<file path="src/cache_geom_pkg.sv">
// Cache geometry definitions
`default_nettype none

package cache_geom_pkg;

  localparam int ADDR_W = 6;   // Word address, 64 words
  localparam int DATA_W = 16;  // One data word

  typedef logic [ADDR_W-1:0] addr_t;
  typedef logic [DATA_W-1:0] data_t;

  // L1 splits the address into index (bit 0) and tag (bits 5..1)
  typedef logic [0:0]        l1_index_t;
  typedef logic [ADDR_W-2:0] l1_tag_t;

  // L2 recency, 0 is most recent
  typedef logic [2:0] l2_age_t;

  localparam int L1_WAYS  = 2;
  localparam int L1_SETS  = 2;
  localparam int L2_LINES = 8;  // Fully associative, whole address is the tag

endpackage

`default_nettype wire

</file>
<file path="src/bus_pkg.sv">
// Request path types
`default_nettype none

package bus_pkg;

  // Entry count of the request FIFO, up to the credit pool size
  typedef logic [1:0] credit_t;

  // Read and write position in the FIFO
  typedef logic [0:0] queue_ptr_t;

endpackage

`default_nettype wire

</file>
<file path="src/cache_bus_if.sv">
// Cache and memory buses
`timescale 1ns/1ns
`default_nettype none

// L1 to L2 request channel
interface cache_bus_if;
  import cache_geom_pkg::*;

  logic  req;    // Held until ack
  logic  write;
  addr_t addr;
  data_t wdata;
  logic  ack;    // One-cycle pulse
  data_t rdata;  // Valid with ack on reads
  logic  hit;    // L2 held the address

  modport upper (output req, write, addr, wdata, input ack, rdata, hit);
  modport lower (input req, write, addr, wdata, output ack, rdata, hit);
endinterface

// L2 to memory request channel
interface mem_bus_if;
  import cache_geom_pkg::*;

  logic  req;
  logic  write;
  addr_t addr;
  data_t wdata;
  logic  ack;
  data_t rdata;

  modport client (output req, write, addr, wdata, input ack, rdata);
  modport server (input req, write, addr, wdata, output ack, rdata);
endinterface

`default_nettype wire

</file>
<file path="src/request_queue.sv">
// Credit request FIFO
`timescale 1ns/1ns
`default_nettype none

module request_queue #(
  parameter int QUEUE_DEPTH = 2
) (
  input  logic                  clock,
  input  logic                  reset,
  input  logic                  i_req_valid,
  input  logic                  i_req_write,
  input  cache_geom_pkg::addr_t i_req_addr,
  input  cache_geom_pkg::data_t i_req_wdata,
  input  logic                  i_take,
  output logic                  o_valid,
  output logic                  o_write,
  output cache_geom_pkg::addr_t o_addr,
  output cache_geom_pkg::data_t o_wdata,
  output logic                  o_credit
);
  import cache_geom_pkg::*;
  import bus_pkg::*;

  logic  q_write [QUEUE_DEPTH];
  addr_t q_addr  [QUEUE_DEPTH];
  data_t q_wdata [QUEUE_DEPTH];

  queue_ptr_t wr_ptr;
  queue_ptr_t rd_ptr;
  credit_t    count;   // Entries held

  // Wrap at the last slot
  function automatic queue_ptr_t next_ptr(input queue_ptr_t p);
    return (p == queue_ptr_t'(QUEUE_DEPTH - 1)) ? '0 : p + 1'b1;
  endfunction

  always_ff @(posedge clock or posedge reset)
  begin
    if (reset)
    begin
      wr_ptr <= '0;
      rd_ptr <= '0;
      count  <= '0;
    end
    else
    begin
      if (i_req_valid)
        wr_ptr <= next_ptr(wr_ptr);  // Sender only sends with a credit
      if (i_take)
        rd_ptr <= next_ptr(rd_ptr);
      if (i_req_valid && !i_take)
        count <= count + 1'b1;
      else if (!i_req_valid && i_take)
        count <= count - 1'b1;
    end
  end

  // Entry storage
  always_ff @(posedge clock)
  begin
    if (i_req_valid)
    begin
      q_write[wr_ptr] <= i_req_write;
      q_addr[wr_ptr]  <= i_req_addr;
      q_wdata[wr_ptr] <= i_req_wdata;
    end
  end

  assign o_valid  = (count != '0);     // Head visible the cycle after a push
  assign o_write  = q_write[rd_ptr];
  assign o_addr   = q_addr[rd_ptr];
  assign o_wdata  = q_wdata[rd_ptr];
  assign o_credit = i_take;            // Slot freed, credit goes back

endmodule

`default_nettype wire

</file>
<file path="src/l1_cache.sv">
// Two-way write-through L1
`timescale 1ns/1ns
`default_nettype none

module l1_cache (
  input  logic                  clock,
  input  logic                  reset,
  input  logic                  i_valid,
  input  logic                  i_write,
  input  cache_geom_pkg::addr_t i_addr,
  input  cache_geom_pkg::data_t i_wdata,
  output logic                  o_take,
  output logic                  o_resp_valid,
  output cache_geom_pkg::data_t o_resp_data,
  output logic                  o_hit_l1,
  output logic                  o_hit_l2,
  cache_bus_if.upper            l2
);
  import cache_geom_pkg::*;

  typedef enum logic [1:0] {IDLE, LOOKUP, WAIT_L2, RESPOND} l1_state_t;

  l1_state_t state;

  data_t   l1_data  [L1_SETS][L1_WAYS];
  l1_tag_t l1_tag   [L1_SETS][L1_WAYS];
  logic    l1_valid [L1_SETS][L1_WAYS];
  logic    l1_lru   [L1_SETS];          // Least recent way of the set

  logic  req_write;  // Request being serviced
  addr_t req_addr;
  data_t req_wdata;

  l1_index_t idx;
  l1_tag_t   tag;
  logic      hit0, hit1, l1_hit;
  logic      hit_way, victim_way, way_sel, fill_way;

  assign idx = req_addr[0];
  assign tag = req_addr[ADDR_W-1:1];

  assign hit0    = l1_valid[idx][0] && (l1_tag[idx][0] == tag);
  assign hit1    = l1_valid[idx][1] && (l1_tag[idx][1] == tag);
  assign l1_hit  = hit0 || hit1;
  assign hit_way = hit1;

  // Invalid way first, else the least recent one
  assign victim_way = !l1_valid[idx][0] ? 1'b0 :
                      !l1_valid[idx][1] ? 1'b1 : l1_lru[idx];
  assign way_sel    = l1_hit ? hit_way : victim_way;

  assign o_take       = (state == IDLE) && i_valid;
  assign o_resp_valid = (state == RESPOND);

  always_ff @(posedge clock or posedge reset)
  begin
    if (reset)
    begin
      state  <= IDLE;
      l2.req <= 1'b0;
      for (int s = 0; s < L1_SETS; s++)
      begin
        l1_lru[s] <= 1'b0;
        for (int w = 0; w < L1_WAYS; w++)
          l1_valid[s][w] <= 1'b0;
      end
    end
    else
    begin
      case (state)
        IDLE:
          if (i_valid)
            state <= LOOKUP;
        LOOKUP:
        begin
          if (l1_hit || req_write)
            l1_lru[idx] <= ~way_sel;        // Touched way becomes most recent
          if (req_write)
            l1_valid[idx][way_sel] <= 1'b1; // Write allocate
          if (!l1_hit || req_write)
          begin
            l2.req <= 1'b1;                 // Miss or write-through
            state  <= WAIT_L2;
          end
          else
            state <= RESPOND;
        end
        WAIT_L2:
          if (l2.ack)
          begin
            l2.req <= 1'b0;
            state  <= RESPOND;
            if (!req_write)
            begin
              l1_valid[idx][fill_way] <= 1'b1;  // Read fill
              l1_lru[idx]             <= ~fill_way;
            end
          end
        default:
          state <= IDLE;
      endcase
    end
  end

  // Lines, captured request, response and L2 request fields
  always_ff @(posedge clock)
  begin
    case (state)
      IDLE:
        if (i_valid)
        begin
          req_write <= i_write;
          req_addr  <= i_addr;
          req_wdata <= i_wdata;
        end
      LOOKUP:
      begin
        fill_way    <= way_sel;
        o_hit_l1    <= l1_hit;
        o_hit_l2    <= 1'b0;
        o_resp_data <= req_write ? req_wdata : l1_data[idx][hit_way];
        if (req_write)
        begin
          l1_data[idx][way_sel] <= req_wdata;
          l1_tag[idx][way_sel]  <= tag;
        end
        l2.write <= req_write;
        l2.addr  <= req_addr;
        l2.wdata <= req_wdata;
      end
      WAIT_L2:
        if (l2.ack)
        begin
          o_hit_l2 <= l2.hit && !o_hit_l1;  // Only reported on an L1 miss
          if (!req_write)
          begin
            o_resp_data            <= l2.rdata;
            l1_data[idx][fill_way] <= l2.rdata;
            l1_tag[idx][fill_way]  <= tag;
          end
        end
      default:
      begin
      end
    endcase
  end

endmodule

`default_nettype wire

</file>
<file path="src/l2_cache.sv">
// Fully associative write-back L2
`timescale 1ns/1ns
`default_nettype none

module l2_cache (
  input  logic       clock,
  input  logic       reset,
  cache_bus_if.lower upper,
  mem_bus_if.client  mem
);
  import cache_geom_pkg::*;

  localparam int LINE_W = $clog2(L2_LINES);

  typedef logic [LINE_W-1:0] line_t;
  typedef enum logic [1:0] {IDLE, LOOKUP, WRITE_BACK, FETCH} l2_state_t;

  l2_state_t state;

  data_t   l2_data  [L2_LINES];
  addr_t   l2_tag   [L2_LINES];
  l2_age_t l2_age   [L2_LINES];
  logic    l2_valid [L2_LINES];
  logic    l2_dirty [L2_LINES];

  logic    hit, victim_dirty;
  logic    touch;    // Access completes this cycle
  logic    install;  // Line gets a new address
  line_t   hit_line, victim, victim_r, line_sel;
  l2_age_t oldest, old_age;

  // Tag search over all lines
  always_comb
  begin
    hit      = 1'b0;
    hit_line = '0;
    for (int i = 0; i < L2_LINES; i++)
    begin
      if (l2_valid[i] && (l2_tag[i] == upper.addr))
      begin
        hit      = 1'b1;
        hit_line = line_t'(i);
      end
    end
  end

  // First invalid line, else the oldest
  always_comb
  begin
    victim = '0;
    oldest = '0;
    for (int i = 0; i < L2_LINES; i++)
    begin
      if (l2_age[i] > oldest)
      begin
        oldest = l2_age[i];
        victim = line_t'(i);
      end
    end
    for (int i = L2_LINES - 1; i >= 0; i--)
      if (!l2_valid[i])
        victim = line_t'(i);
  end

  assign victim_dirty = l2_valid[victim] && l2_dirty[victim];
  assign line_sel     = (state == LOOKUP) ? (hit ? hit_line : victim) : victim_r;
  assign touch        = ((state == LOOKUP) && (hit || (upper.write && !victim_dirty))) ||
                        ((state == WRITE_BACK) && mem.ack && upper.write) ||
                        ((state == FETCH) && mem.ack);
  assign install      = touch && !((state == LOOKUP) && hit);
  assign old_age      = l2_valid[line_sel] ? l2_age[line_sel] : '1;  // Empty line ages everyone

  always_ff @(posedge clock or posedge reset)
  begin
    if (reset)
    begin
      state     <= IDLE;
      upper.ack <= 1'b0;
      upper.hit <= 1'b0;
      mem.req   <= 1'b0;
      mem.write <= 1'b0;
      for (int i = 0; i < L2_LINES; i++)
      begin
        l2_valid[i] <= 1'b0;
        l2_dirty[i] <= 1'b0;
        l2_age[i]   <= '0;
      end
    end
    else
    begin
      upper.ack <= touch;
      upper.hit <= touch && (state == LOOKUP) && hit;
      if (touch)
      begin
        for (int i = 0; i < L2_LINES; i++)
        begin
          if (line_t'(i) == line_sel)
            l2_age[i] <= '0;               // Now most recent
          else if (l2_valid[i] && (l2_age[i] < old_age))
            l2_age[i] <= l2_age[i] + 1'b1;
        end
        l2_valid[line_sel] <= 1'b1;
        if (upper.write)
          l2_dirty[line_sel] <= 1'b1;
        else if (install)
          l2_dirty[line_sel] <= 1'b0;      // Clean fill from memory
      end
      case (state)
        IDLE:
          if (upper.req && !upper.ack)     // Ignore the request being acked
            state <= LOOKUP;
        LOOKUP:
          if (hit || (upper.write && !victim_dirty))
            state <= IDLE;
          else if (victim_dirty)
          begin
            mem.req   <= 1'b1;
            mem.write <= 1'b1;             // Victim goes back first
            state     <= WRITE_BACK;
          end
          else
          begin
            mem.req   <= 1'b1;
            mem.write <= 1'b0;
            state     <= FETCH;
          end
        WRITE_BACK:
          if (mem.ack)
          begin
            if (upper.write)
            begin
              mem.req <= 1'b0;
              state   <= IDLE;
            end
            else
            begin
              mem.write <= 1'b0;           // Chain into the line read
              state     <= FETCH;
            end
          end
        default:
          if (mem.ack)
          begin
            mem.req <= 1'b0;
            state   <= IDLE;
          end
      endcase
    end
  end

  // Line payload and bus fields
  always_ff @(posedge clock)
  begin
    if (state == LOOKUP)
    begin
      victim_r  <= victim;
      mem.addr  <= victim_dirty ? l2_tag[victim] : upper.addr;
      mem.wdata <= l2_data[victim];
    end
    else if ((state == WRITE_BACK) && mem.ack)
      mem.addr <= upper.addr;
    if (touch)
    begin
      upper.rdata <= (state == FETCH) ? mem.rdata : l2_data[line_sel];
      if (upper.write)
        l2_data[line_sel] <= upper.wdata;
      else if (install)
        l2_data[line_sel] <= mem.rdata;
      if (install)
        l2_tag[line_sel] <= upper.addr;
    end
  end

endmodule

`default_nettype wire

</file>
<file path="src/main_memory.sv">
// Fixed latency main memory
`timescale 1ns/1ns
`default_nettype none

module main_memory #(
  parameter int MEM_LATENCY = 2
) (
  input  logic      clock,
  input  logic      reset,
  mem_bus_if.server bus
);
  import cache_geom_pkg::*;

  localparam int MEM_WORDS = 2 ** ADDR_W;
  localparam int CNT_W     = $clog2(MEM_LATENCY + 1);

  data_t            mem [MEM_WORDS];
  logic             busy;
  logic [CNT_W-1:0] cnt;     // Cycles left before ack
  logic             accept;  // New request this cycle
  logic             done;    // Ack goes out next cycle

  assign accept = bus.req && !busy && !bus.ack;
  assign done   = (accept && (MEM_LATENCY <= 1)) || (busy && (cnt == CNT_W'(1)));

  always_ff @(posedge clock or posedge reset)
  begin
    if (reset)
    begin
      busy    <= 1'b0;
      cnt     <= '0;
      bus.ack <= 1'b0;
      for (int i = 0; i < MEM_WORDS; i++)
        mem[i] <= data_t'(16'h1000 + i);  // Known pattern
    end
    else
    begin
      bus.ack <= done;
      if (accept && (MEM_LATENCY > 1))
      begin
        busy <= 1'b1;
        cnt  <= CNT_W'(MEM_LATENCY - 1);
      end
      else if (busy)
      begin
        if (done)
          busy <= 1'b0;
        else
          cnt <= cnt - 1'b1;
      end
      if (accept && bus.write)
        mem[bus.addr] <= bus.wdata;  // Address and data held until ack
    end
  end

  always_ff @(posedge clock)
  begin
    if (done)
      bus.rdata <= mem[bus.addr];    // Lines up with ack
  end

endmodule

`default_nettype wire

</file>
<file path="src/mem_hierarchy.sv">
// Cache hierarchy top level
`timescale 1ns/1ns
`default_nettype none

module mem_hierarchy #(
  parameter int QUEUE_DEPTH = 2,
  parameter int MEM_LATENCY = 2
) (
  input  logic                  clock,
  input  logic                  reset,
  input  logic                  i_req_valid,
  input  logic                  i_req_write,
  input  cache_geom_pkg::addr_t i_req_addr,
  input  cache_geom_pkg::data_t i_req_wdata,
  output logic                  o_credit,
  output logic                  o_resp_valid,
  output cache_geom_pkg::data_t o_resp_data,
  output logic                  o_hit_l1,
  output logic                  o_hit_l2
);
  import cache_geom_pkg::*;

  logic  q_valid, q_write, q_take;  // Queue head to L1
  addr_t q_addr;
  data_t q_wdata;

  cache_bus_if l1_l2_bus ();
  mem_bus_if   l2_mem_bus ();

  request_queue #(.QUEUE_DEPTH(QUEUE_DEPTH)) u_queue (
    .clock(clock), .reset(reset),
    .i_req_valid(i_req_valid), .i_req_write(i_req_write),
    .i_req_addr(i_req_addr), .i_req_wdata(i_req_wdata),
    .i_take(q_take),
    .o_valid(q_valid), .o_write(q_write), .o_addr(q_addr), .o_wdata(q_wdata),
    .o_credit(o_credit)
  );

  l1_cache u_l1 (
    .clock(clock), .reset(reset),
    .i_valid(q_valid), .i_write(q_write), .i_addr(q_addr), .i_wdata(q_wdata),
    .o_take(q_take), .o_resp_valid(o_resp_valid), .o_resp_data(o_resp_data),
    .o_hit_l1(o_hit_l1), .o_hit_l2(o_hit_l2),
    .l2(l1_l2_bus.upper)
  );

  l2_cache u_l2 (.clock(clock), .reset(reset), .upper(l1_l2_bus.lower), .mem(l2_mem_bus.client));

  main_memory #(.MEM_LATENCY(MEM_LATENCY)) u_mem (
    .clock(clock), .reset(reset), .bus(l2_mem_bus.server)
  );

endmodule

`default_nettype wire

</file>
<file path="config.mk">
export PLATFORM = sky130hd
export DESIGN_NAME = mem_hierarchy
export DESIGN_NICKNAME = d
export VERILOG_FILES = /design/src/cache_geom_pkg.sv /design/src/bus_pkg.sv /design/src/cache_bus_if.sv /design/src/request_queue.sv /design/src/l1_cache.sv /design/src/l2_cache.sv /design/src/main_memory.sv /design/src/mem_hierarchy.sv
export SDC_FILE = /design/constraint.sdc
export NUM_CORES = 2
export LEC_CHECK = 0
export BUFFER_PORTS_ARGS = -buffer_cell sky130_fd_sc_hd__buf_4
export CORE_ASPECT_RATIO = 0.75
export CORE_UTILIZATION = 50
export DETAILED_ROUTE_END_ITERATION = 10
export GPL_ROUTABILITY_DRIVEN = 0
export PLACE_DENSITY = 0.68
export SLEW_MARGIN = 25
export SYNTH_ARGS = -nofsm -noshare
export SYNTH_HDL_FRONTEND = slang
export SYNTH_SLANG_ARGS = --single-unit
</file>
<file path="constraint.sdc">
create_clock -name clock -period 28.9 [get_ports clock]
set_input_delay 1.445 -clock clock [delete_from_list [all_inputs] [get_ports clock]]
set_output_delay 1.445 -clock clock [all_outputs]
set_load 0.05 [all_outputs]
</file>
==> run metrics <==
post-route ant nets=0; fin util=a little under three fifths; Fin Setup TNS=0 ns; Tmin final=between 10 and 15 ns; pre-CTS WS=approximately 16 ns; drt first pass iters=8; M1 GR Usage=between 40% and 50%; met2 Use GR=about two fifths; IO Pins=between 40 and 50; largest net degree at the start of global routing=around 190; Root Buffer=clkbuf_16; DP HPWL=110 mm; Synthesized Nets=5116; worst endpoint data arrival time=about 14 ns; post-cts sizing count=0; FMAX=~0.074 GHz; GRT Overall Usage=between 20 and 30%; layout cells sized above 1=36.0%; DP Area=69300 µm²; met3 global-route usage=5.43%; Max stage delay on crit path=around 0.72 ns; Pleak=32.2 nW; worst-path fanout max=50; EDFF count, synth=428; endpoints failing setup=0; CP most frequent cell=ha_1; Final Hold Viols=0; DRC=0; post-synthesis async set-or-reset flop share=71.7%; total core area=between 100000 and 150000 µm²; storage element area=40400 µm²; Cell Rows=116; Tcrit/Tclk final=46.7%; Avg WL per Cell=roughly 27 µm; Power Dens Cells=about 120 nW/µm²; # port buffers=45; multi-input logic area=approximately 25000 µm²; Hold/Removal Path Class=flop to flop; mean post-synth cell area=13.4 µm²; # H-tree levels=4; Die H=approximately 320 µm; 1st-iter DRT viols=~4700; vias per cell=~6.4; Worst Setup Start Kind=flop; post-synth cell types=81; FILL cells=between 10000 and 15000; Synth Instances=between 5000 and 6000; vias in the first global route=43600; Synth top area share=30.8%; # hold bufs at CTS=0; Synth Warn #=0; Horiz. Die Dim=around 430 µm; Critical Path RT=around 29 ns; fin area=roughly 74000 µm²; Layout area overhead=10.4%; Die ar.=136000 µm²; Slew headroom=between 20% and 30%; WL final=around 190 mm; RSZ-0062 raised after global routing=no; Top Usage Layer GRT=met1; initial core utilization=roughly half; Clock Latency Late Sink=0.80 ns; Max-cap violations=0; outcome=finished, final reports clean; CTS clk-pin slew, worst paths=about 0.06 ns; top cells by area, synth=dfrtp_1 (31%), edfxtp_1 (19%), mux2_2 (18%), dfstp_2 (10%), a22oi_1 (5.1%); Final Max Slew Viols=0; CTS buffer count=~150; Clock Sinks=between 1500 and 2000; Final WS setup=around 15 ns; worst slew pin tran=between 1 and 1.5 ns; slowest CP cell=a311oi_1; Post-Syn Area=67500 µm²; critical path class=flop to flop; Seq/Total Area, Yosys=59.9%; Longest Clk Path Bufs=3; postcts setup bufs=0; Critical Path End Type=flop; Max IR drop VDD=0.212 mV; initial antenna violation count=15; GRT overflow=0; Final nets=about 5000; CTS tree=yes; post-synth top area cell=dfrtp_1; Vias=about 44000; first-pass GRT wire length=282 mm; Worst Skew=between 0.04 and 0.05 ns; flops & latches, synth=between 1500 and 2000; Post-synth top flop=dfrtp_1
-- registers in the layout, summed over array words and instances (netlist names), 3 cells and up, named ones only --
signal / flops
u_l1.l2.wdata: 16
u_queue.q_addr: 12
u_l2.mem.addr: 6
u_l1.req_wdata: 16
u_l2.l2_tag: 48
u_l2.l2_data: 128
u_l1.l1_data: 64
u_mem.mem: 1024
u_l1.l2.addr: 6
u_l2.upper.rdata: 16
u_l2.mem.wdata: 16
u_l1.o_resp_data: 16
u_l1.l1_tag: 20
u_l1.req_addr: 6
u_l1.l1_valid: 4
u_l2.l2_age: 24
u_l2.victim_r: 3
u_queue.q_wdata: 32
u_l2.l2_valid: 8
u_mem.bus.rdata: 16
-- cell type report --
type	count	area share (%)
clock buffer	217	5.83
inverter	52	0.267
sequential	1515	54.2
antenna	2	0.00672
timing repair buffer	137	1.50
tap	1770	2.97
clock inverter	61	0.961
multi-input combinational	3068	34.2
-- routing by layer --
| layer | routed length [µm] | up-vias |
|---|---|---|
| met3 | 16700 | 311 |
| li1 | - | 18800 |
| met1 | 84600 | 23000 |
| met4 | 4610 | 6 |
| met5 | 42 | - |
| met2 | 81200 | 1903 |
-- placed cells by master (no fill, tap or decap), drive strengths merged, types with 11 or more instances in the layout --
master,synthesis,layout
dfstp,256,256
clkbuf,357,217
mux4,16,16
buf,53,137
xnor2,35,35
a22oi,457,457
clkinv,2,39
edfxtp,428,428
o31ai,11,11
nor3,29,29
mux2i,64,64
a221oi,44,44
dfrtp,831,831
xor2,30,30
nor4,12,12
inv,50,57
and3,54,54
a22o,49,49
nand2,424,424
nor2,75,75
nand3,67,67
o22ai,16,16
a21oi,100,100
nand4,111,111
a311oi,23,23
o21ai,99,99
a31oi,65,65
mux2,1108,1108
ha,45,45
-- synth_stat cells (all sizes together), types with 4 or more instances --
cell	instances
a211oi	10
a21oi	100
edfxtp	428
inv	50
buf	53
nor2b	7
or2	4
nor4	12
a21o	7
a32o	8
xnor2	35
o31a	7
ha	45
mux2i	64
or3	6
o21bai	5
mux2	1108
a22o	49
a221oi	44
xor2	30
nand4	111
or4	4
o21ai	99
o31ai	11
nor3	29
a22oi	457
a2111oi	8
a31oi	65
and3	54
clkbuf	357
a211o	4
o211ai	5
nand2	424
a311oi	23
nor2	75
a31o	6
nor3b	8
o32ai	5
o311ai	6
nand3b	9
mux4	16
dfstp	256
nand3	67
o22ai	16
dfrtp	831
-- critical path, delay by kind of cell, from the launching register on --
family,cells,cell delay [ns]
flip-flops,1,0.46
adder cells (fa/ha/maj),8,2.02
AND/OR/NAND/NOR,15,3.05
AO/OA/AOI/OAI,12,3.36
buffers and inverters,9,2.37
multiplexers,5,1.84
-- power breakdown --
group | total (W) | internal (W) | leakage (nW) | switching, W
clock network | 0.00200 | 0.00114 | 2.46 | 0.000855
logic | 0.00391 | 0.00118 | 11.7 | 0.00273
registers | 0.00291 | 0.00266 | 18.0 | 0.000241
total | 0.00882 | 0.00499 | 32.2 | 0.00383
-- cells by family after synthesis --
logic type	share of synthesized area, %
AND/OR/NAND/NOR	5.74
AO/OA/AOI/OAI	10.1
adder cells (fa/ha/maj)	0.835
buffers and inverters	2.60
flip-flops	59.9
XOR/XNOR	0.844
multiplexers	20.0
-- path summary, 6_finish.rpt --
| path | slack, ns | start | endpoint | cells after the start |
|---|---|---|---|---|
| min in group asynchronous | 0.70 | reset | u_mem.mem[626]$_DFFE_PP0P_ | 2 |
| worst max-delay path | 15.41 | u_l2.l2_age[22]$_DFFE_PP0P_ | u_l2.l2_tag[7][1]$_DFFE_PP_ | 49 |
| worst min-delay path | 0.46 | u_l1.l1_valid[2]$_DFFE_PP0P_ | u_l1.l1_valid[2]$_DFFE_PP0P_ | 1 |
| worst max register to register | 15.41 | u_l2.l2_age[22]$_DFFE_PP0P_ | u_l2.l2_tag[7][1]$_DFFE_PP_ | 49 |
| max in group asynchronous | 24.23 | reset | u_queue.rd_ptr$_DFFE_PP0P_ | 7 |
| worst min register to register | 0.46 | u_l1.l1_valid[2]$_DFFE_PP0P_ | u_l1.l1_valid[2]$_DFFE_PP0P_ | 1 |
-- through the flow --
stage	hold WS (ns)	cells	power, W
finish	0.460	6822	0.00882
global placement	0.441	6540	0.00664
detailed placement	0.447	6541	0.00673
global route	0.499	6820	0.00922
floorplan	0.424	5045	0.00545
CTS	0.462	6819	0.00874
No activity file was read; power rests on OpenSTA's default activity.
